===== config.mk =====
export PLATFORM = sky130hd
export DESIGN_NAME = vga_out
export DESIGN_NICKNAME = d
export VERILOG_FILES = /design/src/vga_out.sv
export SDC_FILE = /design/constraint.sdc
export NUM_CORES = 1
export LEC_CHECK = 0
export ABC_AREA = 0
export BUFFER_PORTS_ARGS = -buffer_cell sky130_fd_sc_hd__buf_2
export CORE_AREA = 2 2 39 41
export CTS_CLUSTER_DIAMETER = 60
export CTS_CLUSTER_SIZE = 25
export DETAILED_ROUTE_END_ITERATION = 7
export DIE_AREA = 0 0 41 43
export PLACE_DENSITY = 0.77
export REMOVE_ABC_BUFFERS = 1
export SETUP_SLACK_MARGIN = 0.15
export SLEW_MARGIN = 20
export SYNTH_ARGS = -nofsm -noshare
export SYNTH_HDL_FRONTEND = slang
export SYNTH_SLANG_ARGS = --single-unit

===== constraint.sdc =====
create_clock -name clk_sys -period 0.9 [get_ports clk_sys]
set_clock_uncertainty 0.1 [all_clocks]
set_input_delay 0.045 -clock clk_sys [delete_from_list [all_inputs] [get_ports clk_sys]]
set_output_delay 0.045 -clock clk_sys [all_outputs]
set_load 0.02 [all_outputs]

===== src/vga_out.sv =====
`timescale 1ns/10ps
`default_nettype none

module vga_out #(
    parameter int VGA_BITS = 4
) (
    input  logic                          clk_sys,
    input  logic                          reset,
    input  logic [2:0][VGA_BITS-1:0]      lane_levels,
    input  logic                          hsync,
    input  logic                          vsync,
    output logic [VGA_BITS-1:0]           vga_r,
    output logic [VGA_BITS-1:0]           vga_g,
    output logic [VGA_BITS-1:0]           vga_b,
    output logic                          vga_hs,
    output logic                          vga_vs
);

    logic hs_d;   // Matches the colour lane register
    logic vs_d;

    always_ff @(posedge clk_sys) begin
        if (reset) begin
            hs_d   <= 1'b1;
            vs_d   <= 1'b1;
            vga_hs <= 1'b1;
            vga_vs <= 1'b1;
            vga_r  <= '0;
            vga_g  <= '0;
            vga_b  <= '0;
        end else begin
            hs_d   <= hsync;
            vs_d   <= vsync;
            vga_hs <= hs_d;
            vga_vs <= vs_d;
            vga_r  <= lane_levels[0];
            vga_g  <= lane_levels[1];
            vga_b  <= lane_levels[2];
        end
    end

endmodule

`default_nettype wire


* Yosys cells after proc, flatten, opt, wreduce, memory -nomap -nowiden *
Index checks and enable logic that the tools add are counted.

word-level totals
  bits of input ports = 16
  logic and storage cells = 7
  output and inout port bits = 14
  flip-flop bits (word level) = 16

* Longest topological paths before layout *
  word-level depth = 0
  gate-level depth with buffers = 2
  depth with buffers taken out = 1

* Worst setup path before layout *
Ideal clock, no wire load.

  path type = reg2reg
  from = reg hs_d
  to = reg vga_hs
  data required time = 680 ps
  clock period less this slack = 673 ps
  arrival time = 453 ps
  setup time = 120 ps
  cell stages (with the launch flop) = 2
  buffers on the path = 0
  path slack = 227 ps
  cell sequence = dfxtp_1 or2_1

RTL lines
  what                    RTL line  RTL
  start, declared         19        logic hs_d;
  start signal, assigned  32        hs_d <= hsync;
  end signal, assigned    34        vga_hs <= hs_d;
  end, declared           15        output logic vga_hs,

No word-level cell between the ends.

* Worst setup path in the final report *
  from = reg vga_r[0]
  to = out vga_r[0]

RTL lines
  what                    RTL line  RTL
  start, declared         12        output logic [VGA_BITS-1:0] vga_r,
  start signal, assigned  36        vga_r <= lane_levels[0];

No word-level cell between the ends.

==> results.md <==
* Data required, critical path at about 0.75 ns
* CP Max Fanout at 1
* Max capacitance violation total at 0
* Area post-placement at a little under 600 um^2
* Leading cell type in the layout, fill and taps excluded: buf_2
* WS Path Type: reg -> out
* Most frequent cells in the layout: buf_2, buf_6, dfxtp_2
* Post-CTS Setup Bufs at 0
* CTS tree: built
* Fin crit share at 97.0%
* Final instance area at about 840 um^2
* Total GRT Usage at 11.2%
* Status: finished with violations
* Layout cells sized above 1 at between 60 and 70%
* DR pass1 iterations at 2
* Chip width at around 41 um
* CP max stage cell: dfxtp_2
* Max Root-Sink Buffers at 2
* Average cell area after synthesis at ~13 um^2
* Sink Count at 16
* Antenna violations before repair at 0
* Yosys reg bits at 16
* Largest net degree at the start of global routing at 17
* Worst Tran Pin Value at between 0.2 and 0.25 ns
* Initial Util at between 30% and 40%
* DIE HEIGHT at 43 um
* Min Hold Slack at -0.156 ns
* Hold Vio Cnt, Final at 8
* Hold Path Class: in -> reg
* Placer congestion estimate at approximately 0.59
* Cts bufs inserted at 3
* Relative slew margins at between 80% and 90%
* Via/cell ratio at a little under 4
* Final setup vio count at 0
* CTS clk-pin slew, worst paths at ~0.080 ns
* Startpoint types: register
* Cell Pwr Density at around 1600 nW/um^2
* Fmax at ~1100 MHz
* Unrepaired setup endpoints after global routing: yes
* Root buf cell: clkbuf_4
* Failing checks: negative hold slack
* Grt total ovfl at 0
* Leak pwr at between 0.4 and 0.5 nW
* Crit path cell chain: buf_6
* Vias at between 300 and 400
* Placed Cells at 77
* Worst VDD drop at roughly 0.84 mV
* First-pass GRT wire length at approximately 1200 um
* Core area at around 1400 um^2
* Avg WL per Cell at 9.67 um
* Worst skew pair latency at 0.27 ns
* Sequential area share after synthesis at between 70% and 80%
* Die ar. at about 1800 um^2
* Crit path buf inv count at 1
* Final ANT Viol Nets at 0
* Worst setup EP type: output port
* CP top delay family: flip-flops
* Crit path time final at about 0.87 ns
* Number of top-level pins at 30
* Antenna Cells at 0
* Cells after synthesis at 33
* Non-Filler Instances at about 90
* Largest stage delay, worst path at 0.33 ns
* Area growth, synth to finish at 90.3%
* Vias in the first global route at approximately 320
* Ys Warns at 0
* Final wirelength at ~880 um
* Syn Std Cell Area at about 440 um^2
* Pins Over Slew Limit at 0
* # nets final at 93
* H-tree level count at 1
* DRC violations left at 0
* Worst Path Arrival at 0.73 ns
* Initial drt markers at 1
* Site row count at 14
* Synth unique cells at 5
* Number of I/O port buffers at 29
metal layers:
metal  track usage [%]  vias to the layer above  part of all wire, %
met5                 0                        -                    0
met4              10.0                        0                    0
met3              3.14                        0                  8.2
met2              19.7                       20                   56
met1              8.82                      154                   36
li1                  -                      183                    -
report_power, final:
group          internal, mW  leakage [nW]  switching, mW
Combinational         0.132         0.259         0.0775
Clock                 0.155        0.0138          0.198
Sequential            0.751         0.136         0.0151
state kept, by name, summed over array words and instances (netlist names):
| signal | count |
|---|---|
| hs_d | 1 |
| vga_vs | 1 |
| vga_r | 4 |
| vga_hs | 1 |
| vga_g | 4 |
| vs_d | 1 |
| vga_b | 4 |
repair_timing:
| action | in CTS | in global routing |
|---|---|---|
| hold buffers | 10 | 1 |
| setup endpoints to repair | 14 | 16 |
| resized for setup | 42 | 2 |
| hold endpoints to repair | 14 | 4 |
logic make-up (layout without fill, tap and decap cells):
group                  Yosys count  after routing  share of synthesized area [%]
buffers and inverters            1             43                           2.56
and+or+nand+nor                 16             16                           24.5
DFF                             16             16                           72.9
cell type report:
class / instances / area [um^2]
fillers: 107 / 548
repair buffers: 40 / 348
flip-flops and latches: 16 / 338
multi-input cells: 16 / 108
clock buffers: 3 / 22.5
well taps: 16 / 20.0
worst paths after layout:
path                   end  slack [ns]  startpoint  depth (start not counted)
setup / recovery  vga_r[0]        0.03    vga_r[0]                          1
hold / removal        vs_d       -0.16       vsync                          2
setup reg to reg    vga_vs        0.21        vs_d                          1
hold reg to reg     vga_hs        0.31        hs_d                          1
through the flow:
| step | setup TNS, ns | hold WS (ns) | power (mW) | util [%] | setup slack (ns) |
|---|---|---|---|---|---|
| 2_1_floorplan | 0 | 0.0166 | 0.836 | - | 0.227 |
| 3_3_place_gp | 0 | 0.122 | 0.901 | 42.9 | 0.211 |
| 3_5_place_dp | 0 | 0.128 | 0.904 | 42.9 | 0.182 |
| 4_1_cts | 0 | -0.168 | 1.34 | 59.3 | 0.0178 |
| 5_1_grt | -0.0552 | -0.156 | 1.41 | 60.4 | -0.0196 |
| 6_report | 0 | -0.156 | 1.33 | 60.4 | 0.0269 |
synth_stat cells:
cell / count / area share [%]
dfxtp_1: 16 / 73
and2b_1: 6 / 10
nor2b_1: 6 / 8.5
or2_1: 4 / 5.7
buf_6: 1 / 2.6
(Power assumes the default switching activity.)
