`src/calypso_pkg.sv`:
```
`default_nettype none

package calypso_pkg;

    // ~~~~~~~~~~~~~~~~~~~~~~~~~~~~~~~~~~~~~~~~~~~~~~~~~~~~~~~~~~
    // Host link
    // ~~~~~~~~~~~~~~~~~~~~~~~~~~~~~~~~~~~~~~~~~~~~~~~~~~~~~~~~~~

    localparam logic [7:0] CMD_STATUS = 8'h1e;   // Opens a status transfer on conf_data0

    typedef enum logic [1:0] {
        scan_off = 2'd0,
        scan_25  = 2'd1,
        scan_50  = 2'd2,
        scan_75  = 2'd3
    } scan_mode_t;

    // One download write, same fields as the data_io port set
    typedef struct packed {
        logic        download;
        logic [7:0]  index;
        logic        wr;
        logic [24:0] addr;
        logic [7:0]  dout;
    } ioctl_t;

    typedef struct packed {
        logic        soft_reset;   // Bit 0 of the option word
        scan_mode_t  scanlines;    // Bits 2:1
        logic [31:0] raw;
    } status_t;

    // ~~~~~~~~~~~~~~~~~~~~~~~~~~~~~~~~~~~~~~~~~~~~~~~~~~~~~~~~~~
    // Video
    // ~~~~~~~~~~~~~~~~~~~~~~~~~~~~~~~~~~~~~~~~~~~~~~~~~~~~~~~~~~

    typedef struct packed {
        logic [7:0] red;
        logic [7:0] green;
        logic [7:0] blue;
        logic       hsync;      // Active low
        logic       vsync;      // Active low
        logic       blank;
        logic       odd_line;
    } pixel_t;

endpackage

`default_nettype wire
```
`src/color_lane.sv`:
```
`timescale 1ns/10ps
`default_nettype none

module color_lane #(
    parameter int VGA_BITS = 4
) (
    input  logic                    clk_sys,
    input  logic                    reset,
    input  logic [7:0]              level,
    input  logic                    blank,
    input  logic                    odd_line,
    input  calypso_pkg::scan_mode_t scanlines,
    output logic [VGA_BITS-1:0]     level_out
);
    import calypso_pkg::*;

    logic [7:0] dimmed;

    always_comb begin
        dimmed = level;
        if (odd_line) begin   // Even lines pass untouched
            case (scanlines)
                scan_25: dimmed = level - (level >> 2);
                scan_50: dimmed = level >> 1;
                scan_75: dimmed = level >> 2;
                default: dimmed = level;
            endcase
        end
    end

    always_ff @(posedge clk_sys) begin
        if (reset) begin
            level_out <= '0;
        end else if (blank) begin
            level_out <= '0;
        end else begin
            level_out <= dimmed[7 -: VGA_BITS];   // Keep the top bits
        end
    end

endmodule

`default_nettype wire

```
`config.mk`:
```
export PLATFORM = sky130hd
export DESIGN_NAME = color_lane
export DESIGN_NICKNAME = d
export VERILOG_FILES = /design/src/calypso_pkg.sv /design/src/color_lane.sv
export SDC_FILE = /design/constraint.sdc
export NUM_CORES = 1
export LEC_CHECK = 0
export BUFFER_PORTS_ARGS = -buffer_cell sky130_fd_sc_hd__buf_2
export CAP_MARGIN = 20
export CORE_MARGIN = 3
export CORE_UTILIZATION = 30
export DETAILED_ROUTE_END_ITERATION = 7
export GPL_ROUTABILITY_DRIVEN = 0
export SYNTH_ARGS = -nofsm -noshare
export SYNTH_HDL_FRONTEND = slang
export SYNTH_SLANG_ARGS = --single-unit
```
`constraint.sdc`:
```
create_clock -name clk_sys -period 1.7 [get_ports clk_sys]
set_input_delay 0 -clock clk_sys [delete_from_list [all_inputs] [get_ports clk_sys]]
set_output_delay 0 -clock clk_sys [all_outputs]
set_load 0.05 [all_outputs]
```
Yosys cells after proc, flatten, opt, wreduce, memory -nomap -nowiden
Index checks and enable logic that the tools add are counted.

$add $sub $neg: 1. Eq/ne operators: 3. Mux-type cells: 2. Reductions and logical operators: 1.

Operators with widths (number): one-hot mux 8 bit (3 select lines) (1); 2-to-1 mux 8 bit (1); subtractor 8 x 6 -> 8 bit (1); == test 2 bit (second input constant) (2); == test 2 x 1 -> 1 bit (second input constant) (1); OR reduction 2 bit (1).

Register bits after elaboration: 4. Bits of input ports: 14. Output and inout port bits: 4. Logic and storage cells: 8.

Longest topological paths before layout
Word-level depth: 3. Gate-level depth with buffers: 7. Gate-level depth less buffers: 7.

Least setup slack after synthesis
No wires, ideal clock.

Kind: input -> register. From: in level[3]. To: reg level_out[2]. Setup time: 0.120 ns. Data arrival time: 1.201 ns. Data required time: 1.580 ns. Setup slack: 0.380 ns. Stages on the path: 7. Cells stage by stage: inv_1 ha_1 o211ai_1 o21ai_1 a21o_1 o211a_1 o31a_1.

Cells in the longest elaborated chain, start to end: 3.

Ends and longest elaborated chain: start, declared (line color_lane.sv:9) `input logic [7:0] level,`; subtractor 8 x 6 -> 8 bit (line color_lane.sv:23) `scan_25: dimmed = level - (level >> 2);`; one-hot mux 8 bit (3 select lines) (line color_lane.sv:22) `case (scanlines)`; 2-to-1 mux 8 bit (line color_lane.sv:21) `if (odd_line) begin`; end signal, assigned (line color_lane.sv:37) `level_out <= dimmed[7 -: VGA_BITS];`; end, declared (line color_lane.sv:13) `output logic [VGA_BITS-1:0] level_out`.

Every way passes these cells. A chain may end at the register's enable or synchronous reset.

Worst setup path after layout
From: in level[5]. To: reg level_out[2].

Same word-level chain as after synthesis.

==> qor.csv <==
stage,metric,value,unit
run_status,status,completed,
floorplanning,die_w,42.93,um
setup_path,crit_path_max_fanout,4,
yosys,mappedNetlistArea,409.1,um2
clocking,clock_tree_from_tritoncts,yes,
timing,slew_at_the_pin_closest_to_its_max_slew_limit,0.2633,ns
clocking,cts_max_path_buffers,2,
yosys,yosysTopAreaCellShare,19.57,%
power,combPwrFrac,36.1,%
clocking,clk_root_buffer_cell,sky130_fd_sc_hd__clkbuf_4,
yosys,ys_seq_elements,4,
power,p_leak,0.2750,nW
route,routed_wirelength,884,um
setup_path,crit_arrival,1.42,ns
timing,final.min_clock_period,1.307,ns
clocking,cts_made_buffers,3,
final_layout,final_net_count,92,
setup_path,worstSetupEndpointType,flop,
setup_path,worstSetupPathType,input port to flop,
clocking,cts_setup_buffers,0,
timing,max_freq,764.9,MHz
final_layout,largest_register_ffs,4,
clocking,post_cts.resized_instances,0,
power,peakVddDrop,173.4,uV
yosys,post_synth_xor_area_fraction,4.281,%
global_route,grt_max_degree,10,
power,pwr-share-seq,29.8,%
yosys,synth-adder-area-share,15.29,%
route,drt_drc_violations_left,0,
final_layout,n_antenna_cell,0,
floorplanning,coreArea,1186,um2
route,route.vias.total,420,
yosys,yosys.area.top_type,sky130_fd_sc_hd__dfxtp_1,
yosys,synth-compound-area-share,33.33,%
final_layout,layout-drive-gt1-share,30.99,%
route,drt_pre_antenna_iters,4,
final_layout,regMostFlops,level_out,
global_route,grt_overflow_total,0,
timing,drv_slew,0,
global_route,grt_pass1_vias,395,
yosys,synthCells,52,
floorplanning,rows,12,
floorplanning,total_die_area,1843,um2
power,cellPowerDensity,637.7,nW/um2
power,clock_power_share,34.1,%
place,placement.io_buffers,17,
place,place_hpwl,763.5,um
final_layout,final.fill_count,131,
power,sw_frac_of_total,32.25,%
yosys,synthesis.yosys.warnings,0,
yosys,synthTopCellsByArea,"sky130_fd_sc_hd__dfxtp_1 20%, sky130_fd_sc_hd__ha_1 15%, sky130_fd_sc_hd__nand2_1 5.5%",
timing,setup_total_negative_slack,0,ns
place,postPlaceCellArea,506.7,um2
timing,hold_viol,0,
clocking,clk_pin_slew_worst_paths,0.04,ns
timing,unrepaired_setup_endpoints_after_global_routing,false,
final_layout,final_cell_area,529.3,um2
clocking,cts_num_sinks,4,
global_route,grt_first_pass_wirelength,1531,um
route,routed_wire_length_per_instance,10.40,um
hold_path,min_path_type,input port to flop,
setup_path,worstPathRequired,1.81,ns
global_route,grt.total_usage,11.07,%
setup_path,origin_of_the_worst_setup_path,level[5],
floorplanning,start_util,34.49,%
final_layout,syn_to_final_growth,29.36,%
floorplanning,vertical_die_dimension,42.93,um
yosys,synthSimpleGateAreaFrac,19.27,%
route,drt-vias-per-instance,4.941,
power,power_switching,0.0001088,W
yosys,synthDistinctLibCells,25,
setup_path,cp-start-kind,input port,
clocking,hold_buf_cts,0,
power,power_report.internal_total,0.0002287,W
flow_run,max_cap_violations,0,
route,detail-route-antenna-nets,0,
yosys,syn_avg_cell_area,7.868,um2
timing,timing.max_slew.rel_slack,82.34,%
timing,finalSetupViolCount,0,
yosys,synthesis.nets,71,
yosys,largest_family_of_logic_cells_by_synthesized_area,compound AO/OA/AOI/OAI gates,
route,first_iter_violations,5,
yosys,synth.area.mux_share,2.446,%
yosys,synth_seq_area_share,19.57,%
timing,post-route-period-util,76.91,%
floorplanning,io_pins,18,
global_route,number_of_antenna_violations_at_the_first_check_in_global_routing,0,
hold_path,worst_hold_startpoint,level[4],
final_layout,top_regs,level_out: 4 flops,
clocking,clock_tree.htree_level_count,1,
[through the flow]
step	worst slack (ns)	std cells	hold WS, ns	power [W]	utilization [%]
after detailed placement	0.1505	82	0.2846	0.0002242	42.72
after global placement	0.1838	82	0.2873	0.0002253	42.72
after global routing	0.3293	85	0.06099	0.0003646	44.62
after CTS	0.3921	85	0.04613	0.0003443	44.62
final	0.3926	85	0.04966	0.0003375	44.62
after floorplan	0.3796	52	0.1388	0.0001862	-
[worst paths after layout]
kind | cells past startpoint | slack [ns] | to
min | 2 | 0.05 | level_out[0]$_SDFF_PP0_
max | 8 | 0.39 | level_out[2]$_SDFF_PP0_
[Yosys cell counts]
| cell | count |
|---|---|
| sky130_fd_sc_hd__o31a_1 | 1 |
| sky130_fd_sc_hd__nor4_1 | 1 |
| sky130_fd_sc_hd__o211ai_1 | 2 |
| sky130_fd_sc_hd__nand2b_1 | 2 |
| sky130_fd_sc_hd__o211a_1 | 2 |
| sky130_fd_sc_hd__inv_1 | 5 |
| sky130_fd_sc_hd__a21oi_1 | 2 |
| sky130_fd_sc_hd__buf_2 | 1 |
| sky130_fd_sc_hd__nand2b_2 | 1 |
| sky130_fd_sc_hd__o31ai_1 | 1 |
| sky130_fd_sc_hd__ha_1 | 5 |
| sky130_fd_sc_hd__o21ai_1 | 1 |
| sky130_fd_sc_hd__dfxtp_1 | 4 |
| sky130_fd_sc_hd__xnor2_1 | 2 |
| sky130_fd_sc_hd__mux2i_1 | 1 |
| sky130_fd_sc_hd__a21o_1 | 2 |
| sky130_fd_sc_hd__a211oi_1 | 1 |
| sky130_fd_sc_hd__nor2_1 | 3 |
| sky130_fd_sc_hd__nand3_1 | 1 |
| sky130_fd_sc_hd__nand2_1 | 6 |
| sky130_fd_sc_hd__o21a_1 | 2 |
| sky130_fd_sc_hd__nor3b_2 | 1 |
| sky130_fd_sc_hd__o2bb2ai_1 | 1 |
| sky130_fd_sc_hd__o32ai_1 | 1 |
| sky130_fd_sc_hd__o21ai_0 | 3 |
[layout make-up]
class	count	area (um2)	area share (%)
clock buffer	3	22.52	4.255
inverter	5	18.77	3.546
multi-input combinational	42	305.3	57.68
tap	14	17.52	3.310
timing repair buffer	17	85.08	16.08
sequential	4	80.08	15.13
[routing by layer]
metal	up-vias	global-route usage, %	share of wire [%]
met1	180	14.04	48
met3	0	2.542	6.1
met2	10	16.47	46
met4	0	7.229	0
met5	-	0	0
li1	230	-	-
[power by group through the flow]
| stage | clock, W | combinational [W] | sequential (W) |
|---|---|---|---|
| finish | 0.000115 | 0.000122 | 0.000101 |
| global route | 0.000128 | 0.000136 | 0.000101 |
| CTS | 0.000121 | 0.000123 | 0.000101 |
| detailed placement | 0 | 0.000122 | 0.000102 |
| global placement | 0 | 0.000123 | 0.000102 |
| floorplan | 0 | 0.0000652 | 0.000121 |
[cell usage in the layout (no fill, tap or decap), drive strengths merged, types with 3 or more instances in the layout]
| master | synthesis | final |
|---|---|---|
| buf | 1 | 17 |
| nand2 | 6 | 6 |
| inv | 5 | 5 |
| ha | 5 | 5 |
| dfxtp | 4 | 4 |
| o21ai | 4 | 4 |
| nor2 | 3 | 3 |
| clkbuf | 0 | 3 |
| nand2b | 3 | 3 |
[cell families (layout without fill, tap and decap cells)]
kind of cell,count (synthesis),in the layout
xor gates and xnor gates,2,2
buffers and inverters,6,25
and+or+nand+nor,15,15
DFF,4,4
adders and majority gates,5,5
muxes,1,1
AOI/OAI and AO/OA,19,19
[critical path: stages]
cell,delay [ns]
sky130_fd_sc_hd__buf_2,0.12
sky130_fd_sc_hd__inv_1,0.04
sky130_fd_sc_hd__ha_1,0.28
sky130_fd_sc_hd__a21oi_1,0.15
sky130_fd_sc_hd__o21ai_1,0.11
sky130_fd_sc_hd__a21o_1,0.23
sky130_fd_sc_hd__o211a_1,0.21
sky130_fd_sc_hd__o31a_1,0.28
(Power assumes the default switching activity.)
