==> src/calypso_pkg.sv <==
`default_nettype none

package calypso_pkg;

    // ~~~~~~~~~~~~~~~~~~~~~~~~~~~~~~~~~~~~~~~~~~~~~~~~~~~~~~~~~~
    // Host link
    // ~~~~~~~~~~~~~~~~~~~~~~~~~~~~~~~~~~~~~~~~~~~~~~~~~~~~~~~~~~

    localparam logic [7:0] CMD_STATUS = 8'h1e;   // Opens a status transfer on conf_data0

    typedef enum logic [1:0] {
        scan_off = 2'd0,
        scan_25  = 2'd1,
        scan_50  = 2'd2,
        scan_75  = 2'd3
    } scan_mode_t;

    // One download write, same fields as the data_io port set
    typedef struct packed {
        logic        download;
        logic [7:0]  index;
        logic        wr;
        logic [24:0] addr;
        logic [7:0]  dout;
    } ioctl_t;

    typedef struct packed {
        logic        soft_reset;   // Bit 0 of the option word
        scan_mode_t  scanlines;    // Bits 2:1
        logic [31:0] raw;
    } status_t;

    // ~~~~~~~~~~~~~~~~~~~~~~~~~~~~~~~~~~~~~~~~~~~~~~~~~~~~~~~~~~
    // Video
    // ~~~~~~~~~~~~~~~~~~~~~~~~~~~~~~~~~~~~~~~~~~~~~~~~~~~~~~~~~~

    typedef struct packed {
        logic [7:0] red;
        logic [7:0] green;
        logic [7:0] blue;
        logic       hsync;      // Active low
        logic       vsync;      // Active low
        logic       blank;
        logic       odd_line;
    } pixel_t;

endpackage

`default_nettype wire
==> src/image_loader.sv <==
`timescale 1ns/10ps
`default_nettype none

module image_loader (
    input  logic                clk_sys,
    input  logic                reset,
    input  logic                spi_sck,
    input  logic                spi_di,
    input  logic                spi_ss2,
    output calypso_pkg::ioctl_t ioctl
);

    logic [2:0]  sck_sync;
    logic [1:0]  di_sync;
    logic        sck_rise;
    logic [2:0]  bit_cnt;
    logic [6:0]  byte_shift;
    logic [7:0]  byte_in;
    logic        have_index;
    logic        download_q;
    logic [7:0]  index_q;
    logic        wr_q;
    logic [24:0] addr_q;
    logic [7:0]  dout_q;

    assign sck_rise = sck_sync[1] & ~sck_sync[2];
    assign byte_in  = {byte_shift, di_sync[1]};   // Byte including the bit being taken

    always_ff @(posedge clk_sys) begin
        if (reset) begin
            sck_sync <= '0;
        end else begin
            sck_sync <= {sck_sync[1:0], spi_sck};
        end
        di_sync <= {di_sync[0], spi_di};
    end

    always_ff @(posedge clk_sys) begin
        if (sck_rise && !spi_ss2) begin
            byte_shift <= byte_in[6:0];
            if (bit_cnt == 3'd7 && have_index) begin
                dout_q <= byte_in;
            end
        end
    end

    // ~~~~~~~~~~~~~~~~~~~~~~~~~~~~~~~~~~~~~~~~~~~~~~~~~~~~~~~~~~
    // Index byte first, every later byte is one write
    // ~~~~~~~~~~~~~~~~~~~~~~~~~~~~~~~~~~~~~~~~~~~~~~~~~~~~~~~~~~

    always_ff @(posedge clk_sys) begin
        if (reset) begin
            bit_cnt    <= '0;
            have_index <= 1'b0;
            download_q <= 1'b0;
            index_q    <= '0;
            wr_q       <= 1'b0;
            addr_q     <= '0;
        end else begin
            wr_q <= 1'b0;
            if (wr_q) begin
                addr_q <= addr_q + 25'd1;   // Advance after each write
            end
            if (spi_ss2) begin
                bit_cnt    <= '0;
                have_index <= 1'b0;
                download_q <= 1'b0;
            end else if (sck_rise) begin
                bit_cnt <= bit_cnt + 3'd1;
                if (bit_cnt == 3'd7) begin
                    if (!have_index) begin
                        have_index <= 1'b1;
                        index_q    <= byte_in;
                        download_q <= 1'b1;
                        addr_q     <= '0;
                    end else begin
                        wr_q <= 1'b1;
                    end
                end
            end
        end
    end

    always_comb begin
        ioctl.download = download_q;
        ioctl.index    = index_q;
        ioctl.wr       = wr_q;
        ioctl.addr     = addr_q;
        ioctl.dout     = dout_q;
    end

endmodule

`default_nettype wire

==> config.mk <==
export PLATFORM = sky130hd
export DESIGN_NAME = image_loader
export DESIGN_NICKNAME = d
export VERILOG_FILES = /design/src/calypso_pkg.sv /design/src/image_loader.sv
export SDC_FILE = /design/constraint.sdc
export NUM_CORES = 1
export LEC_CHECK = 0
export BUFFER_PORTS_ARGS = -buffer_cell sky130_fd_sc_hd__buf_2
export CAP_MARGIN = 20
export CELL_PAD_IN_SITES_DETAIL_PLACEMENT = 1
export CELL_PAD_IN_SITES_GLOBAL_PLACEMENT = 1
export CORE_MARGIN = 2
export CORE_UTILIZATION = 41
export DETAILED_ROUTE_END_ITERATION = 12
export PLACE_DENSITY_LB_ADDON = 0.1
export SLEW_MARGIN = 20
export SYNTH_ARGS = -nofsm -noshare
export SYNTH_HDL_FRONTEND = slang
export SYNTH_SLANG_ARGS = --single-unit
==> constraint.sdc <==
create_clock -name clk_sys -period 2.3 [get_ports clk_sys]
set_input_delay 0.115 -clock clk_sys [delete_from_list [all_inputs] [get_ports clk_sys]]
set_output_delay 0.115 -clock clk_sys [all_outputs]
set_load 0.01 [all_outputs]
* After elaboration in Yosys (flattened, before gate mapping)
Index checks and enable logic that the tools add are counted.
** Word-level totals
- Input port bits :: 5
- Output and inout port bits :: 43
- Word-level logic and storage cells :: 34
- Register bits :: 59
** Cells by class
- Equal/unequal tests :: 1
- Bitwise logic cells :: 6
- $add $sub $neg :: 2
- Mux-type cells :: 6
- Reduce and logical (&&, ||, !) cells :: 9
** Operators by type and width (number)
- $mux 25 :: 5
- $add 25x1->25 const B :: 1
- $not 1->1 :: 5
- $reduce_and 2->1 :: 2
- $reduce_and 4->1 :: 1
- $reduce_or 4->1 :: 1
- $add 3x1->3 const B :: 1
- $eq 3x3->1 const B :: 1
- $reduce_and 3->1 :: 1
- $logic_and 1x1->1 :: 2
- $reduce_or 2->1 :: 1
- $and 1x1->1 :: 1
- $logic_not 1->1 :: 1
- $mux 1 :: 1

* Logic depth before layout (Yosys ltp)
Gate-level depths: netlist of run 1.
- Depth in word-level cells :: 6
- Gate-level depth with buffers :: 9
- Mapped depth without buffers :: 6

* Worst setup path before layout of run 1
OpenSTA, ideal clock, no wires.
- Path kind :: register to register
- From :: register bit_cnt[0]
- To :: register addr_q[0]
- Buffers on the path :: 3
- Slack :: 283 ps
- Arrival time :: 1890 ps
- Setup time :: 128 ps
- Stages on the path, launching flop included :: 10
- Data required time :: 2172 ps
- Clock period less this slack :: 2017 ps
- Cells stage by stage :: dfxtp_1 > ha_1 > ha_1 > and3b_1 > clkbuf_1 > nand2_1 > nand2b_1 > clkbuf_1 > clkbuf_1 > nor2_1
** Between the ends
- Cells in the longest elaborated chain, start to end :: 4
** Ends and longest elaborated chain
- from (decl) :: RTL line image_loader.sv:16 : logic [2:0] bit_cnt;
- from (signal assigned) :: RTL line image_loader.sv:69 : bit_cnt <= bit_cnt + 3'd1;
- $eq 3x3->1 :: RTL line image_loader.sv:70 : if (bit_cnt == 3'd7) begin
- $mux 25 :: RTL line image_loader.sv:70
- $mux 25 :: RTL line image_loader.sv:68 : end else if (sck_rise) begin
- $mux 25 :: RTL line image_loader.sv:64 : if (spi_ss2) begin
- to (signal assigned) :: RTL line image_loader.sv:62 : addr_q <= addr_q + 25'd1;
- to (decl) :: RTL line image_loader.sv:23 : logic [24:0] addr_q;
Every way passes these cells.
A chain may end at the register's enable or synchronous reset.

* Worst setup path after layout of run 1
- From :: register wr_q
- To :: register addr_q[23]
** Between the ends
- Cells in the longest elaborated chain, start to end :: 5
** Ends and longest elaborated chain
- from (decl) :: RTL line image_loader.sv:22 : logic wr_q;
- from (signal assigned) :: RTL line image_loader.sv:57 : wr_q <= 1'b0;
- from (signal assigned) :: RTL line image_loader.sv:60 : wr_q <= 1'b0;
- from (signal assigned) :: RTL line image_loader.sv:77 : wr_q <= 1'b1;
- $mux 25 (*) :: RTL line image_loader.sv:61 : if (wr_q) begin
- $mux 25 :: RTL line image_loader.sv:71 : if (!have_index) begin
- $mux 25 :: RTL line image_loader.sv:70
- $mux 25 :: RTL line image_loader.sv:68
- $mux 25 (*) :: RTL line image_loader.sv:64
Every way passes the cells marked *; elsewhere a longest branch is shown, timed or not.

==> results of run 1 <==
[routing by layer]
metal	routed length [µm]	GRT usage	vias up	part of all wire
li1	-	-	884	-
met1	2100	0.207	852	0.45
met2	2300	0.279	35	0.49
met3	209	0.0437	10	0.044
met4	106	0.0895	0	0.023
met5	0	0	-	0
[cells in the mapped netlist]
cell type | number | area, µm²
nand4_2 | 1 | 12.5
clkbuf_1 | 9 | 33.8
xnor2_1 | 9 | 78.8
buf_2 | 1 | 5.00
nor3_1 | 9 | 45.0
nand2_1 | 18 | 67.6
nand4_4 | 1 | 21.3
nand2b_1 | 1 | 6.26
or4_4 | 1 | 11.3
nand3b_1 | 1 | 7.51
a21oi_1 | 21 | 105
nand3_1 | 16 | 80.1
nand4_1 | 1 | 6.26
xor2_1 | 3 | 26.3
dfxtp_1 | 44 | 881
nor2b_1 | 6 | 37.5
mux2i_1 | 3 | 30.0
nor2_1 | 16 | 60.1
o21ai_0 | 8 | 40.0
buf_4 | 2 | 15.0
and4_1 | 2 | 17.5
edfxtp_1 | 15 | 450
ha_1 | 3 | 37.5
buf_6 | 1 | 11.3
nor4_1 | 2 | 12.5
or4_1 | 6 | 45.0
inv_1 | 4 | 15.0
or3_1 | 8 | 50.1
o31ai_1 | 5 | 37.5
and3b_1 | 1 | 8.76
nor3b_1 | 1 | 7.51
[final cells by class]
type                            instances  area, µm²
Multi-Input combinational cell        143        852
Inverter                                4       15.0
Clock buffer                           11        141
Clock inverter                          5       52.6
Tap cell                               72       90.1
Fill cell                             634       2600
Sequential cell                        59       1330
Timing Repair Buffer                   56        320
[logic make-up (layout without fill, tap and decap cells)]
family	count (synthesis)	after routing	share of synthesized area
DFF	59	59	0.588
adders and majority gates	3	3	0.0166
AOI/OAI and AO/OA	34	34	0.0807
xor gates and xnor gates	12	12	0.0464
buffers and inverters	17	76	0.0354
muxes	3	3	0.0133
and+or+nand+nor	91	91	0.219
[per-stage QoR]
| step | hold WS, ns | area (µm²) |
|---|---|---|
| floorplan | 0.143 | 2260 |
| global placement | 0.217 | 2590 |
| detailed placement | 0.220 | 2590 |
| CTS | 0.0516 | 2800 |
| global route | 0.0899 | 2800 |
| finish | 0.0605 | 2800 |
[worst max path at each step]
stage,start,end,slack [ns],cells after the start
after floorplan,bit_cnt[0]$_SDFFE_PP0P_,addr_q[0]$_SDFF_PP0_,0.28,9
after global placement,addr_q[0]$_SDFF_PP0_,addr_q[18]$_SDFF_PP0_,0.34,6
after detailed placement,addr_q[0]$_SDFF_PP0_,addr_q[18]$_SDFF_PP0_,0.29,6
after CTS,addr_q[0]$_SDFF_PP0_,addr_q[18]$_SDFF_PP0_,0.27,6
after global routing,wr_q$_SDFF_PP0_,addr_q[23]$_SDFF_PP0_,0.14,4
final,wr_q$_SDFF_PP0_,addr_q[23]$_SDFF_PP0_,0.29,4
[critical path, cell delays in order, from the launching register on]
cell and delay [ns]:
dfxtp_1 0.50, nand4_4 0.19, or4_4 0.59, or4_1 0.52, a21oi_1 0.14
[registers in the layout, summed over array words and instances (netlist names)]
signal / flops
bit_cnt: 3
index_q: 8
sck_sync: 3
di_sync: 2
wr_q: 1
download_q: 1
addr_q: 25
dout_q: 8
byte_shift: 7
have_index: 1
[power by group through the flow]
stage                      logic, W  registers (W)  clock network, W
after floorplan           0.0000196        0.00109                 0
after global placement    0.0000321        0.00109                 0
after detailed placement  0.0000322        0.00109                 0
after CTS                 0.0000348        0.00107          0.000950
after global routing      0.0000378        0.00107          0.000996
final                     0.0000339        0.00107          0.000926
[timing repair]
action / 4_1_cts / 5_1_grt
hold buffers: 2 / 0
buffers inserted: 0 / 0
hold endpoints to repair: 2 / 0
setup endpoints to repair: 0 / 0
==> flow_summary_export.csv, run 1 <==
group,metric,value,unit
run_status,status,"finished, final reports clean",
floorplan,core_region_area,0.00541,mm²
critical_path,crit_type,"reg -> reg",
clock_network,cts_buffer_depth,2,
clock_network,cts.sinks,59,
global_routing,grt_max_degree,26,
placement,place_ws,0.287,ns
synthesis,syn_area,0.00226,mm²
clock_network,cts_tree,"yes",
synthesis,ys_seq_area_frac,0.588,
timing,fin_crit_sh,0.874,
min_path,hold_depth,2,
timing,finalHoldViolCount,0,
power,clock_power_share,0.456,
route,num_vias,1781,
global_routing,grt_first_pass_wirelength,8.12,mm
power,p_seq_frac,0.527,
run,max_cap_viol_count,0,
timing,max_freq,0.497,GHz
placement,io_buffers,47,
timing,slew_violations,0,
power,ir_worst_vdd,0.359,mV
critical_path,r2r_start,"wr_q$_SDFF_PP0_",
timing,rsz0062_at_grt,"false",
clock_network,clock_latency,0.33,ns
min_path,min_from,"spi_ss2",
route,wl_per_cell,13.5,µm
clock_network,numCtsBuffers,9,
critical_path,worst_setup_path_end_kind,"register",
power,p_int,0.00160,W
floorplan,initial_core_util,0.419,
placement,dp.cells,332,
route,first_pass_iters,4,
route,routed_via_density,5.09,
placement,globalplace.congestion,0.716,
synthesis,synth.distinct_cells,31,
global_routing,grt_usage,0.171,
clock_network,cts_max_level,3,
critical_path,r2r_slack,0.29,ns
floorplan,die-area,0.00613,mm²
timing,setup_ws,0.289,ns
timing,tns,0,ns
timing,worst_pin_slew,0.583,ns
floorplan,rows,27,
global_routing,grt-ovfl-total,0,
power,p_switching,0.000426,W
clock_network,cts.repair.resized,0,
layout,final_cell_mix,"buf_2 (47), dfxtp_1 (44), a21oi_1 (21), nand2_1 (18)",
min_path,min_path_type,"in -> reg",
clock_network,clk_pin_slew,0.06,ns
layout,fin_cells,350,
route,drt_iter0_drc,48,
synthesis,syn_nets,227,
global_routing,first_global_vias,1730,
layout,nets,281,
synthesis,yosys_warnings,0,
critical_path,r2r-end,"addr_q[23]$_SDFF_PP0_",
global_routing,antenna_found_initial,0,
layout,area_delta_synth_final,23.8,%
floorplan,die-width,78.3,µm
timing,period_minus_slack,2.01,ns
route,antenna_left,0,
floorplan,chipHeight,78.3,µm
layout,final_util,0.519,
route,wirelength,4.71,mm
layout,diodes,0,
route,drc,0,
layout,layout_commonest_cell,"buf_2",
power,powerDensity,724,mW/mm²
layout,drive_above_1_share,0.259,
power,comb_power_share,0.017,
critical_path,cp_data_arrival_time,2.27,ns
critical_path,cp_max_fo,11,
power,p_sw_frac,0.210,
power,p_leak,1.08,nW
timing,slew_headroom,0.611,
synthesis,ys_ff_latch,59,
floorplan,ioPinCount,48,
power,fin_total_pwr,0.00203,W
timing,skew,0.00680,ns
min_path,whs_endpoint,"bit_cnt[0]$_SDFFE_PP0P_",
synthesis,netlist_instances,219,
timing,setup_violations,0,
clock_network,cts_root_buffer,"clkbuf_8",
critical_path,worstSetupStartpointType,"register",
critical_path,worstPathRequired,2.56,ns
placement,hpwl,3.29,mm
synthesis,syn_avg_cell_area,10.3,µm²
critical_path,reg2reg_depth,4,
(Power assumes the default switching activity.)
==> inputs of run 2 (changes only) <==
- CORE_MARGIN: 2 -> unset
==> flow_summary_export.csv, run 2 (synthesis gave the netlist of run 1 again) <==
group,metric,value,unit
timing,tns,0,ns
placement,io_buffers,47,
timing,setup_violations,0,
timing,slew_headroom,0.588,
clock_network,cts_tree,"yes",
clock_network,cts_buffer_depth,2,
min_path,min_path_type,"in -> reg",
global_routing,first_global_vias,1686,
timing,finalHoldViolCount,0,
run_status,status,"finished, final reports clean",
layout,largest_reg_flops,25,
route,routed_via_density,5.07,
power,p_leak,1.10,nW
layout,area_delta_synth_final,25.0,%
global_routing,grt_first_pass_wirelength,8.02,mm
timing,fin_crit_sh,0.917,
critical_path,worstPathRequired,2.56,ns
route,wl_per_cell,13.8,µm
layout,drive_above_1_share,0.257,
clock_network,cts.repair.resized,0,
timing,period_minus_slack,2.11,ns
timing,rsz0062_at_grt,"false",
power,powerDensity,745,mW/mm²
layout,reg_top3,"addr_q (25), dout_q (8), index_q (8)",
clock_network,cts_max_level,3,
timing,max_freq,0.474,GHz
floorplan,ioPinCount,48,
critical_path,cp_max_fo,12,
clock_network,postCtsSetupBuffers,0,
layout,largest_register,"addr_q",
power,ir_worst_vdd,0.401,mV
route,wirelength,4.84,mm
floorplan,die-width,76.3,µm
global_routing,antenna_found_initial,0,
global_routing,gr-usage-met3,0.0395,
clock_network,clock_latency,0.33,ns
route,drc,0,
floorplan,rows,26,
critical_path,cp_data_arrival_time,2.37,ns
route,num_vias,1776,
timing,slew_violations,0,
floorplan,die-area,0.00582,mm²
timing,setup_ws,0.192,ns
critical_path,crit_type,"reg -> reg",
clock_network,cts_root_buffer,"clkbuf_8",
critical_path,worst_setup_path_end_kind,"register",
layout,diodes,0,
placement,place_ws,0.193,ns
placement,globalplace.congestion,0.688,
clock_network,numCtsBuffers,9,
global_routing,grt-ovfl-total,0,
floorplan,core_region_area,0.00520,mm²
global_routing,grtUsageMet2,0.252,
layout,nets,283,
layout,fill_cells,610,
floorplan,initial_core_util,0.435,
global_routing,grt-busiest-layer,"met2",
route,first_pass_iters,4,
clock_network,clk_pin_slew,0.07,ns
global_routing,grt_usage,0.176,
floorplan,chipHeight,76.3,µm
placement,place_area,0.00260,mm²
global_routing,grt_max_degree,26,
run,max_cap_viol_count,0,
layout,final_cell_mix,"buf_2 (47), dfxtp_1 (44), a21oi_1 (21), nand2_1 (18)",
layout,postLayoutCellArea,0.00283,mm²
clock_network,cts.sinks,59,
timing,worst_pin_slew,0.616,ns
layout,layout_commonest_cell,"buf_2",
critical_path,worstSetupStartpointType,"register",
global_routing,use_met1,0.249,
route,antenna_left,0,
placement,hpwl,3.30,mm
timing,skew,0.0101,ns
route,drt_iter0_drc,124,
-- run 2: what timing repair did --
action                                 in CTS  in global routing
endpoints found under the hold margin       2                  0
hold buffers                                2                  0
setup endpoints to repair                   0                  0
-- run 2: area by class of cell --
type,instances,area [µm²],area share
Timing Repair Buffer,58,335,0.118
Clock buffer,11,131,0.0464
Multi-Input combinational cell,143,852,0.301
Inverter,4,15.0,0.00531
Sequential cell,59,1330,0.470
Clock inverter,5,77.6,0.0274
Tap cell,70,87.6,0.0309
-- run 2: metrics by stage --
step | total power, W | hold slack [ns] | instances | util
2_1_floorplan | 0.00111 | 0.143 | 219 | -
5_1_grt | 0.00218 | 0.0690 | 350 | 0.544
6_report | 0.00211 | 0.0575 | 350 | 0.544
3_3_place_gp | 0.00113 | 0.217 | 332 | 0.500
4_1_cts | 0.00213 | 0.0457 | 350 | 0.544
3_5_place_dp | 0.00113 | 0.219 | 332 | 0.500
-- run 2: where the power goes --
group | switching, W | leakage [nW] | internal [W]
sequential | 0.00000346 | 0.491 | 0.00107
combinational | 0.0000215 | 0.502 | 0.0000133
clock | 0.000397 | 0.105 | 0.000607
-- run 2: metal layers --
metal / part of all wire / wire, µm / up-vias
li1: - / - / 884
met1: 0.52 / 2520 / 847
met2: 0.43 / 2070 / 37
met3: 0.035 / 168 / 8
met4: 0.016 / 78 / 0
met5: 0 / 0 / -
-- run 2: worst paths after layout --
| check | cells past startpoint | slack, ns | end | startpoint |
|---|---|---|---|---|
| min reg2reg | 0 | 0.33 | di_sync[1]$_DFF_P_ | di_sync[0]$_DFF_P_ |
| max reg2reg | 5 | 0.19 | addr_q[24]$_SDFF_PP0_ | addr_q[1]$_SDFF_PP0_ |
| max | 5 | 0.19 | addr_q[24]$_SDFF_PP0_ | addr_q[1]$_SDFF_PP0_ |
| min | 2 | 0.06 | have_index$_SDFFE_PP0P_ | spi_ss2 |
-- run 2: worst max-delay path, stage by stage (launching register included) --
cell and delay [ns]:
dfxtp_1 0.42, ha_1 0.22, nand3_1 0.10, or4_1 0.60
or4_1 0.56, a21oi_1 0.15
