$ cat config.mk
export PLATFORM = sky130hd
export DESIGN_NAME = status_spi
export DESIGN_NICKNAME = d
export VERILOG_FILES = /design/src/calypso_pkg.sv /design/src/status_spi.sv
export SDC_FILE = /design/constraint.sdc
export NUM_CORES = 1
export LEC_CHECK = 0
export BUFFER_PORTS_ARGS = -buffer_cell sky130_fd_sc_hd__clkbuf_2
export CAP_MARGIN = 40
export CORE_MARGIN = 2
export CORE_UTILIZATION = 59
export CTS_BUF_LIST = sky130_fd_sc_hd__clkbuf_4
export CTS_CLUSTER_DIAMETER = 200
export CTS_CLUSTER_SIZE = 16
export DETAILED_ROUTE_END_ITERATION = 12
export GPL_TIMING_DRIVEN = 0
export PLACE_DENSITY = 0.85
export SLEW_MARGIN = 15
export SYNTH_ARGS = -nofsm -noshare
export SYNTH_HDL_FRONTEND = slang
export SYNTH_SLANG_ARGS = --single-unit
$ cat constraint.sdc
create_clock -name clk_sys -period 3.7 [get_ports clk_sys]
set_clock_uncertainty 0.15 [all_clocks]
set_input_delay 0.37 -clock clk_sys [delete_from_list [all_inputs] [get_ports clk_sys]]
set_output_delay 0.37 -clock clk_sys [all_outputs]
set_load 0.01 [all_outputs]
$ cat src/calypso_pkg.sv
`default_nettype none

package calypso_pkg;

    // ~~~~~~~~~~~~~~~~~~~~~~~~~~~~~~~~~~~~~~~~~~~~~~~~~~~~~~~~~~
    // Host link
    // ~~~~~~~~~~~~~~~~~~~~~~~~~~~~~~~~~~~~~~~~~~~~~~~~~~~~~~~~~~

    localparam logic [7:0] CMD_STATUS = 8'h1e;   // Opens a status transfer on conf_data0

    typedef enum logic [1:0] {
        scan_off = 2'd0,
        scan_25  = 2'd1,
        scan_50  = 2'd2,
        scan_75  = 2'd3
    } scan_mode_t;

    // One download write, same fields as the data_io port set
    typedef struct packed {
        logic        download;
        logic [7:0]  index;
        logic        wr;
        logic [24:0] addr;
        logic [7:0]  dout;
    } ioctl_t;

    typedef struct packed {
        logic        soft_reset;   // Bit 0 of the option word
        scan_mode_t  scanlines;    // Bits 2:1
        logic [31:0] raw;
    } status_t;

    // ~~~~~~~~~~~~~~~~~~~~~~~~~~~~~~~~~~~~~~~~~~~~~~~~~~~~~~~~~~
    // Video
    // ~~~~~~~~~~~~~~~~~~~~~~~~~~~~~~~~~~~~~~~~~~~~~~~~~~~~~~~~~~

    typedef struct packed {
        logic [7:0] red;
        logic [7:0] green;
        logic [7:0] blue;
        logic       hsync;      // Active low
        logic       vsync;      // Active low
        logic       blank;
        logic       odd_line;
    } pixel_t;

endpackage

`default_nettype wire
$ cat src/status_spi.sv
`timescale 1ns/10ps
`default_nettype none

module status_spi (
    input  logic                 clk_sys,
    input  logic                 reset,
    input  logic                 spi_sck,
    input  logic                 spi_di,
    input  logic                 conf_data0,
    output calypso_pkg::status_t status
);
    import calypso_pkg::*;

    logic [2:0]  sck_sync;
    logic [1:0]  di_sync;
    logic        sck_rise;
    logic        sel_q;
    logic [5:0]  bit_cnt;
    logic [6:0]  cmd_shift;
    logic        cmd_ok;
    logic [31:0] word_shift;
    logic [31:0] status_q;

    assign sck_rise = sck_sync[1] & ~sck_sync[2];

    always_ff @(posedge clk_sys) begin
        if (reset) begin
            sck_sync <= '0;
        end else begin
            sck_sync <= {sck_sync[1:0], spi_sck};
        end
        di_sync <= {di_sync[0], spi_di};
    end

    // ~~~~~~~~~~~~~~~~~~~~~~~~~~~~~~~~~~~~~~~~~~~~~~~~~~~~~~~~~~
    // Command byte, then 32 data bits
    // ~~~~~~~~~~~~~~~~~~~~~~~~~~~~~~~~~~~~~~~~~~~~~~~~~~~~~~~~~~

    always_ff @(posedge clk_sys) begin
        if (reset || conf_data0) begin
            bit_cnt <= '0;
            cmd_ok  <= 1'b0;
        end else if (sck_rise) begin
            if (bit_cnt != 6'd63) begin
                bit_cnt <= bit_cnt + 6'd1;   // Saturates so overlong transfers are dropped
            end
            if (bit_cnt == 6'd7) begin
                cmd_ok <= ({cmd_shift, di_sync[1]} == CMD_STATUS);
            end
        end
    end

    always_ff @(posedge clk_sys) begin
        if (sck_rise && !conf_data0) begin
            if (bit_cnt < 6'd8) begin
                cmd_shift <= {cmd_shift[5:0], di_sync[1]};
            end else if (bit_cnt < 6'd40) begin
                word_shift <= {word_shift[30:0], di_sync[1]};
            end
        end
    end

    always_ff @(posedge clk_sys) begin
        if (reset) begin
            sel_q    <= 1'b1;
            status_q <= '0;
        end else begin
            sel_q <= conf_data0;
            if (conf_data0 && !sel_q && cmd_ok && bit_cnt == 6'd40) begin
                status_q <= word_shift;   // Commit on deselect
            end
        end
    end

    always_comb begin
        status.raw        = status_q;
        status.soft_reset = status_q[0];
        status.scanlines  = scan_mode_t'(status_q[2:1]);
    end

endmodule

`default_nettype wire

# Word-level counts from Yosys, hierarchy flattened
# Index checks and enable logic that the tools add are counted.
# Widths: inputs -> output; s select.
[word_totals] inputBits=5 output_inout_bits=35 ff_bits=84 elab_cells=29
[classes] reduce_logical=11 order_cmp=2 n_bitwise=3 n_eq_ne=4 n_addsub=1
[op_table] cell="$eq 8x5->1 const B" count=1
[op_table] cell="$add 6x1->6 const B" count=1
[op_table] cell="$eq 6x3->1 const B" count=1
[op_table] cell="$eq 6x6->1 const B" count=1
[op_table] cell="$lt 6x4->1 const B" count=1
[op_table] cell="$lt 6x6->1 const B" count=1
[op_table] cell="$ne 6x6->1 const B" count=1
[op_table] cell="$reduce_and 2->1" count=3
[op_table] cell="$logic_and 1x1->1" count=4
[op_table] cell="$reduce_and 3->1" count=1
[op_table] cell="$logic_not 1->1" count=2
[op_table] cell="$not 1->1" count=2
[op_table] cell="$and 1x1->1" count=1
[op_table] cell="$logic_or 1x1->1" count=1

# Longest topological paths before layout
# Gate-level depths: netlist (run 1).
[depth] depth_word=4 depth_mapped=6 ltp_nobuf=4

# Worst setup path before layout (run 1)
# Ideal clock, no wire load.
[synth_path] path_kind="reg-to-reg" start="register bit_cnt[4]" end="register word_shift[0], enable pin" t_arrival_ns=2.809 path_slack_ns=0.280 path_stages_with_launch=5 setup_ns=0.461 path_buffers=1 required_ns=3.089 path_cell_list="dfxtp_1 buf_6 o21ai_0 nand2_1 nor3_1"
[synth_between] elab_chain_len=3
[synth_rtl] element="start, declared" line_no="status_spi.sv:18" rtl="logic [5:0] bit_cnt;"
[synth_rtl] element="start signal, assigned" line_no="status_spi.sv:45" rtl="bit_cnt <= bit_cnt + 6'd1;"
[synth_rtl] element="$lt 6x4->1" line_no="status_spi.sv:55" rtl="if (bit_cnt < 6'd8) begin"
[synth_rtl] element="$not 1->1 (no line)"
[synth_rtl] element="$reduce_and 3->1 (no line) *"
[synth_rtl] element="end signal, assigned" line_no="status_spi.sv:58" rtl="word_shift <= {word_shift[30:0], di_sync[1]};"
[synth_rtl] element="end, declared" line_no="status_spi.sv:21" rtl="logic [31:0] word_shift;"
# Every way passes the cells marked *; elsewhere a longest branch is shown, timed or not.
# A chain may end at the register's enable or synchronous reset.

# Final worst setup path (run 1)
[layout_path] start="register bit_cnt[0]" end="register status_q[24]"
[layout_between] elab_chain_len=2
[layout_rtl] element="$eq 6x6->1" line_no="status_spi.sv:69" rtl="if (conf_data0 && !sel_q && cmd_ok && bit_cnt == 6'd40) begin"
[layout_rtl] element="$logic_and 1x1->1" line_no="status_spi.sv:69"
[layout_rtl] element="end signal, assigned" line_no="status_spi.sv:70" rtl="status_q <= word_shift;"
[layout_rtl] element="end, declared" line_no="status_spi.sv:22" rtl="logic [31:0] status_q;"
# No other way between the ends.

==> impl_metrics.env, run 1 <==
export IMPL_antenna_found_initial=0
export IMPL_grt_first_pass_wirelength_mm=10.43
export IMPL_min_period_ns=1.967
export IMPL_criticalPathCategory="flop to flop"
export IMPL_crit_fanout=10
export IMPL_n_antenna_cell=0
export IMPL_setup_tns_ns=0
export IMPL_multiInputGateArea_sq_um=908.4
export IMPL_status="finished clean"
export IMPL_synth_area_sq_um=3122
export IMPL_vias=2321
export IMPL_end_kind="flop"
export IMPL_crit_reg2reg_capture="status_q[24]$_SDFFE_PP0P_"
export IMPL_fmax_ghz=0.5083
export IMPL_final_cells=385
export IMPL_syn_inst=256
export IMPL_placedCellCount=366
export IMPL_grt_pass1_vias=2157
export IMPL_synth_nets=262
export IMPL_fin_hold_ws_ns=0.01451
export IMPL_cp_arrival_ns=2.16
export IMPL_gr_usage_met1_pct=30.70
export IMPL_die_y_um=76.74
export IMPL_finalHoldViolCount=0
export IMPL_worstSkewPairLatency_ns=0.42
export IMPL_cap_violations=0
export IMPL_cts_tree="done"
export IMPL_avgSynthCellArea_sq_um=12.19
export IMPL_seqCellArea_sq_um=2072
export IMPL_clockBufferDepth=2
export IMPL_overflow=0
export IMPL_layout_drive_gt1_share_pct=21.27
export IMPL_htree_levels=3
export IMPL_synthTopCellsByArea="edfxtp_1 38%, dfxtp_1 29%, o31ai_1 7.7%"
export IMPL_ir_drop_v=0.0002799
export IMPL_rr_startpoint="bit_cnt[0]$_SDFFE_PP0P_"
export IMPL_use_met2_pct=32.72
export IMPL_drc_errors=0
export IMPL_final_cell_area_sq_um=3633
export IMPL_area_growth_pct=16.39
export IMPL_reg2regPathDepth=4
export IMPL_startpoint_type="flop"
export IMPL_tightest_slew_ns=0.5947
export IMPL_via_per_inst=6.029
export IMPL_ios=40
export IMPL_hpwl_mm=4.111
export IMPL_rsz0062_at_grt="false"
export IMPL_slew_violations=0
export IMPL_num_nets_final=316
export IMPL_gp_congestion=0.7755
export IMPL_regToRegSetupSlack_ns=1.73
export IMPL_min_path_type="input port to flop"
export IMPL_synth_warnings=0
export IMPL_use_met3_pct=4.706
export IMPL_synthTopCellsByCount="45 x dfxtp_1, 39 x edfxtp_1, 34 x a21oi_1"
export IMPL_post_cts_setup_buffers=0
export IMPL_core_sq_um=5107
export IMPL_fill_cells=369
export IMPL_cellPowerDensity_nw_per_um2=453.4
export IMPL_drt_iter0_markers=206
export IMPL_cts_clk_slew_worst_paths_ns=0.12
export IMPL_yosysSeqAreaShare_pct=66.37
export IMPL_start_util_pct=61.12
export IMPL_slew_headroom_pct=60.05
export IMPL_grt_busiest_layer="met2"
export IMPL_cts_sinks=84
export IMPL_synth_edf_count=39
export IMPL_rows=26
export IMPL_cts_buffers=9
export IMPL_whs_path_depth=2
export IMPL_place_area_sq_um=3423
export IMPL_fin_crit_sh_pct=53.17
export IMPL_routed_wl_mm=6.277
export IMPL_hold_path_endpoint="sck_sync[0]$_SDFF_PP0_"
export IMPL_numPortBuffers=38
export IMPL_wire_per_inst_um=16.30
export IMPL_hp_start="spi_sck"
export IMPL_grt_max_degree=15
export IMPL_synth_top_cell_by_area="edfxtp_1"
export IMPL_die_area_sq_um=5889
export IMPL_yosysMostFrequentCell="dfxtp_1"
export IMPL_power_leakage_nw=1.222
export IMPL_synth_top_area_share_pct=37.52
export IMPL_postSynth_asyncResetShare_pct=0
export IMPL_die_w_um=76.74
export IMPL_cp_required_ns=3.89
export IMPL_first_pass_iters=5
export IMPL_grt_total_usage_pct=22.51
export IMPL_setup_viol=0
export IMPL_synthFlopType="dfxtp_1"
export IMPL_synth_cell_type_count=34
export IMPL_ctsRootBufferMaster="clkbuf_4"
export IMPL_postRouteAntennaNets=0
export IMPL_ys_ff_latch=84
placed cells by master, fill, tap and decap left out, types with 2 or more instances in the layout:
| cell type | instances |
|---|---|
| clkbuf_1 | 23 |
| nand4b_1 | 3 |
| nand4_1 | 32 |
| o41ai_1 | 2 |
| or3_1 | 2 |
| nor3_1 | 2 |
| bufinv_16 | 3 |
| clkinv_4 | 2 |
| or4_1 | 2 |
| mux2i_1 | 2 |
| a211oi_1 | 2 |
| nand2_1 | 6 |
| nor2b_1 | 3 |
| buf_6 | 2 |
| o21ai_0 | 2 |
| buf_4 | 5 |
| o31ai_1 | 32 |
| edfxtp_1 | 39 |
| clkbuf_4 | 10 |
| inv_1 | 3 |
| dfxtp_1 | 45 |
| a21oi_1 | 34 |
| clkbuf_2 | 38 |
| buf_2 | 4 |
registers in the layout (all words and copies together), names as in the netlist:
signal      count
di_sync         2
sck_sync        3
status_q       32
cmd_shift       7
bit_cnt         6
word_shift     32
cmd_ok          1
sel_q           1
metal layers:
metal  vias up  routed length (um)
li1       1111                   -
met1      1097                2811
met2        95                2953
met3        18                 319
met4         0                 192
met5         -                   0
how the worst max path moves through the flow:
stage | from | end | slack, ns
6_report | bit_cnt[0]$_SDFFE_PP0P_ | status_q[24]$_SDFFE_PP0P_ | 1.73
5_1_grt | bit_cnt[0]$_SDFFE_PP0P_ | status_q[15]$_SDFFE_PP0P_ | 1.68
4_1_cts | bit_cnt[4]$_SDFFE_PP0P_ | word_shift[27]$_DFFE_PP_ | 1.53
3_5_place_dp | bit_cnt[4]$_SDFFE_PP0P_ | word_shift[20]$_DFFE_PP_ | 1.55
3_3_place_gp | bit_cnt[4]$_SDFFE_PP0P_ | word_shift[17]$_DFFE_PP_ | -0.54
2_1_floorplan | bit_cnt[4]$_SDFFE_PP0P_ | word_shift[0]$_DFFE_PP_ | 0.28
area by class of cell:
type	count	share of cell area [%]
flip-flops and latches	84	57.02
multi-input cells	139	25.00
repair buffers	43	6.371
plain buffers	30	3.719
clock inverters	6	3.099
well taps	70	2.410
clock buffers	10	2.066
inverters	3	0.3099
worst max-delay path: stages (launching register included):
cell	delay, ns
dfxtp_1	0.38
nor3_1	0.53
clkbuf_1	0.42
nand4_1	0.21
a21oi_1	0.21
per-stage QoR:
step / total power, mW / setup WS [ns] / util [%]
4_1_cts: 1.657 / 1.534 / 70.90
6_report: 1.647 / 1.733 / 71.14
2_1_floorplan: 1.006 / 0.2798 / -
5_1_grt: 1.700 / 1.683 / 71.14
3_5_place_dp: 1.014 / 1.553 / 67.03
3_3_place_gp: 1.013 / -0.5414 / 66.56
kinds of logic after synthesis:
family,after synthesis,share of synthesized area (%)
DFF,84,66.37
AOI/OAI and AO/OA,76,15.63
and+or+nand+nor,60,12.26
buffers and inverters,33,4.689
muxes,2,0.6413
adders and majority gates,1,0.4007
repair_timing:
| action | in CTS | in global routing |
|---|---|---|
| endpoints found under the hold margin | 1 | 0 |
| hold buffers | 1 | 0 |
| gates resized for setup | 0 | 0 |
| setup endpoints to repair | 0 | 0 |
where the power goes:
group	leakage (nW)	switching, mW	internal [mW]
logic	0.407	0.0174	0.00693
clock network	0.101	0.302	0.351
registers	0.715	0.00253	0.968
No activity file was read; power rests on OpenSTA's default activity.
==> run 2: changes to the inputs <==
ABC_AREA = 1   (was default)
CORE_UTILIZATION = 53   (was 59)
PLACE_DENSITY = 0.81   (was 0.85)
clock period = 1.8 ns   (was 3.7 ns; I/O delays follow)
==> impl_metrics.env, run 2 <==
export IMPL_status="finished clean"
export IMPL_fin_util_pct=63.94
export IMPL_rows=27
export IMPL_setup_tns_ns=0
export IMPL_vias=2009
export IMPL_synth_compound_area_share_pct=9.193
export IMPL_criticalPathCategory="flop to flop"
export IMPL_htree_levels=3
export IMPL_synthFlopType="dfxtp_1"
export IMPL_syn_inst=273
export IMPL_cp_top_family="simple AND/OR/NAND/NOR gates"
export IMPL_die_area_sq_um=6294
export IMPL_via_per_inst=4.900
export IMPL_wire_per_inst_um=12.31
export IMPL_grt_total_usage_pct=17.14
export IMPL_num_nets_final=339
export IMPL_antenna_found_initial=0
export IMPL_end_kind="flop"
export IMPL_synth_cell_type_count=23
export IMPL_postSynth_asyncResetShare_pct=0
export IMPL_synth_xor_area_share_pct=0
export IMPL_worst_slack_ns=0.09475
export IMPL_n_antenna_cell=0
export IMPL_die_y_um=79.34
export IMPL_synth_area_sq_um=3008
export IMPL_synth_top_cell_by_area="edfxtp_1"
export IMPL_synthTopCellsByArea="edfxtp_1 39%, dfxtp_1 30%, nor2_1 11%"
export IMPL_min_period_ns=1.705
export IMPL_finalHoldViolCount=0
export IMPL_grt_max_degree=15
export IMPL_placedCellCount=387
export IMPL_drc_errors=0
export IMPL_drt_iter0_markers=112
export IMPL_worstSkewPairLatency_ns=0.42
export IMPL_synth_top_area_share_pct=38.94
export IMPL_cts_sinks=84
export IMPL_slew_headroom_pct=65.39
export IMPL_postRouteAntennaNets=0
export IMPL_p_comb_share_pct=2.6
export IMPL_largestRegisters="status_q (32), word_shift (32), cmd_shift (7)"
export IMPL_switching_share_pct=21.72
export IMPL_first_pass_iters=4
export IMPL_grt_pass1_vias=1764
export IMPL_gp_congestion=0.8210
export IMPL_yosysSeqAreaShare_pct=68.89
export IMPL_ios=40
export IMPL_mostFrequentLayoutCells="86 x nor2_1, 44 x dfxtp_1, 39 x edfxtp_1, 39 x clkbuf_2, 32 x o21bai_1"
export IMPL_hpwl_mm=3.495
export IMPL_synth_warnings=0
export IMPL_cpMostUsedCell="buf_4"
export IMPL_fin_crit_sh_pct=94.74
export IMPL_ir_drop_v=0.0004505
export IMPL_overflow=0
export IMPL_synth_top_family_by_area="simple AND/OR/NAND/NOR gates"
export IMPL_cp_arrival_ns=1.74
export IMPL_final_cells=410
export IMPL_power_leakage_nw=1.340
export IMPL_yosysMostFrequentCell="nor2_1"
export IMPL_cts_tree="done"
export IMPL_clkPwrFrac_pct=29.8
export IMPL_p_seq_share_pct=67.6
export IMPL_p_switching_mw=0.6412
export IMPL_start_util_pct=54.62
export IMPL_area_growth_pct=17.06
export IMPL_crit_buf_inv=3
export IMPL_grt_first_pass_wirelength_mm=8.059
export IMPL_p_int_mw=2.311
export IMPL_ctsRootBufferMaster="clkbuf_4"
export IMPL_numPortBuffers=39
export IMPL_synth_edf_count=39
export IMPL_synthTopCellsByCount="87 x nor2_1, 45 x dfxtp_1, 39 x edfxtp_1"
export IMPL_synth_adder_area_share_pct=0.4160
export IMPL_crit_fanout=13
export IMPL_cp_required_ns=1.84
export IMPL_core_sq_um=5507
export IMPL_tightest_slew_ns=0.5152
export IMPL_routed_wl_mm=5.049
export IMPL_avgSynthCellArea_sq_um=11.02
export IMPL_cts_clk_slew_worst_paths_ns=0.11
export IMPL_critPathMaxStageDelay_ns=0.45
export IMPL_fill_cells=456
export IMPL_slowest_stage="nor3_1"
export IMPL_cap_violations=0
export IMPL_setup_viol=0
export IMPL_clockBufferDepth=2
export IMPL_min_path_type="flop to flop"
export IMPL_fmax_ghz=0.5864
export IMPL_path_cells="buf_4 > nor3_1 > nor4_4 > buf_4 > buf_8"
export IMPL_cellPowerDensity_nw_per_um2=838.4
export IMPL_synth_nets=279
export IMPL_dp_slack_ns=-0.08422
export IMPL_layout_drive_gt1_share_pct=23.37
export IMPL_ys_ff_latch=84
export IMPL_synthMuxAreaShare_pct=0
export IMPL_rsz0062_at_grt="false"
export IMPL_slew_violations=0
export IMPL_startpoint_type="flop"
export IMPL_cts_buffers=9
export IMPL_final_common_cell="nor2_1"
export IMPL_die_w_um=79.34
export IMPL_synth_simple_gate_area_share_pct=16.51
==> run 2: cell count changes in the layout (fill, tap and decap cells not counted), sizes merged, moves of 13 or more <==
cell / before / now
nand4: 32 / 2
o21bai: 1 / 32
clkbuf: 71 / 52
inv: 3 / 16
nor2: 1 / 87
o31ai: 32 / 0
nand2: 6 / 21
a21oi: 34 / 2
==> run 2: area by class of cell <==
type	instances	area, sq um	area share (%)
multi-input cells	160	812.0	23.06
repair buffers	49	289.0	8.209
clock inverters	6	31.28	0.8884
plain buffers	13	90.09	2.559
well taps	72	90.09	2.559
clock buffers	10	75.07	2.132
flip-flops and latches	84	2073	58.88
inverters	16	60.06	1.706
==> run 2: final timing paths <==
| kind | slack, ns | cells after the start | startpoint | end |
|---|---|---|---|---|
| worst min register to register | 0.19 | 0 | di_sync[0]$_DFF_P_ | di_sync[1]$_DFF_P_ |
| worst max register to register | 0.09 | 5 | bit_cnt[3]$_SDFFE_PP0P_ | word_shift[0]$_DFFE_PP_ |
| worst min-delay path | 0.19 | 0 | di_sync[0]$_DFF_P_ | di_sync[1]$_DFF_P_ |
| worst max-delay path | 0.09 | 5 | bit_cnt[3]$_SDFFE_PP0P_ | word_shift[0]$_DFFE_PP_ |
==> run 2: stage by stage <==
step	hold slack (ns)	total power, mW	area [sq um]
after detailed placement	0.1339	2.109	3343
after CTS	0.1916	2.981	3512
after floorplan	0.05772	2.089	3027
final	0.1891	2.952	3521
after global placement	0.1335	2.107	3312
after global routing	0.2042	3.077	3521
==> run 2: per-layer routing <==
metal	vias up	wire length, um	global-route usage, %
met4	0	78	9.310
met3	8	206	4.886
met1	941	2437	22.89
met5	-	0	0
met2	39	2326	25.25
li1	1021	-	-
==> run 2: cells by family (layout without fill, tap and decap cells) <==
kind of cell    after synthesis  in the layout
compound gates               39             39
fa+ha+maj                     1              1
buf+inv                      29             94
flops                        84             84
simple gates                120            120
==> run 2: power groups by stage <==
| stage | logic [mW] | registers (mW) | clock network (mW) |
|---|---|---|---|
| after floorplan | 0.0527 | 2.04 | 0 |
| final | 0.0768 | 1.99 | 0.880 |
| after global routing | 0.0860 | 2.00 | 0.994 |
| after global placement | 0.0689 | 2.04 | 0 |
| after CTS | 0.0774 | 2.00 | 0.908 |
| after detailed placement | 0.0707 | 2.04 | 0 |
==> run 2: what timing repair did <==
item	4_1_cts	5_1_grt
setup buffers	3	0
setup endpoints to repair	27	6
resized for setup	0	2
hold endpoints to repair	6	0
hold buffers	4	0
pin swaps	1	0
==> run 2: worst register-to-register path: cells and delay by family (launching register included) <==
kind	cells	cell delay, ns
buf+inv	3	0.48
flops	1	0.32
simple gates	2	0.53
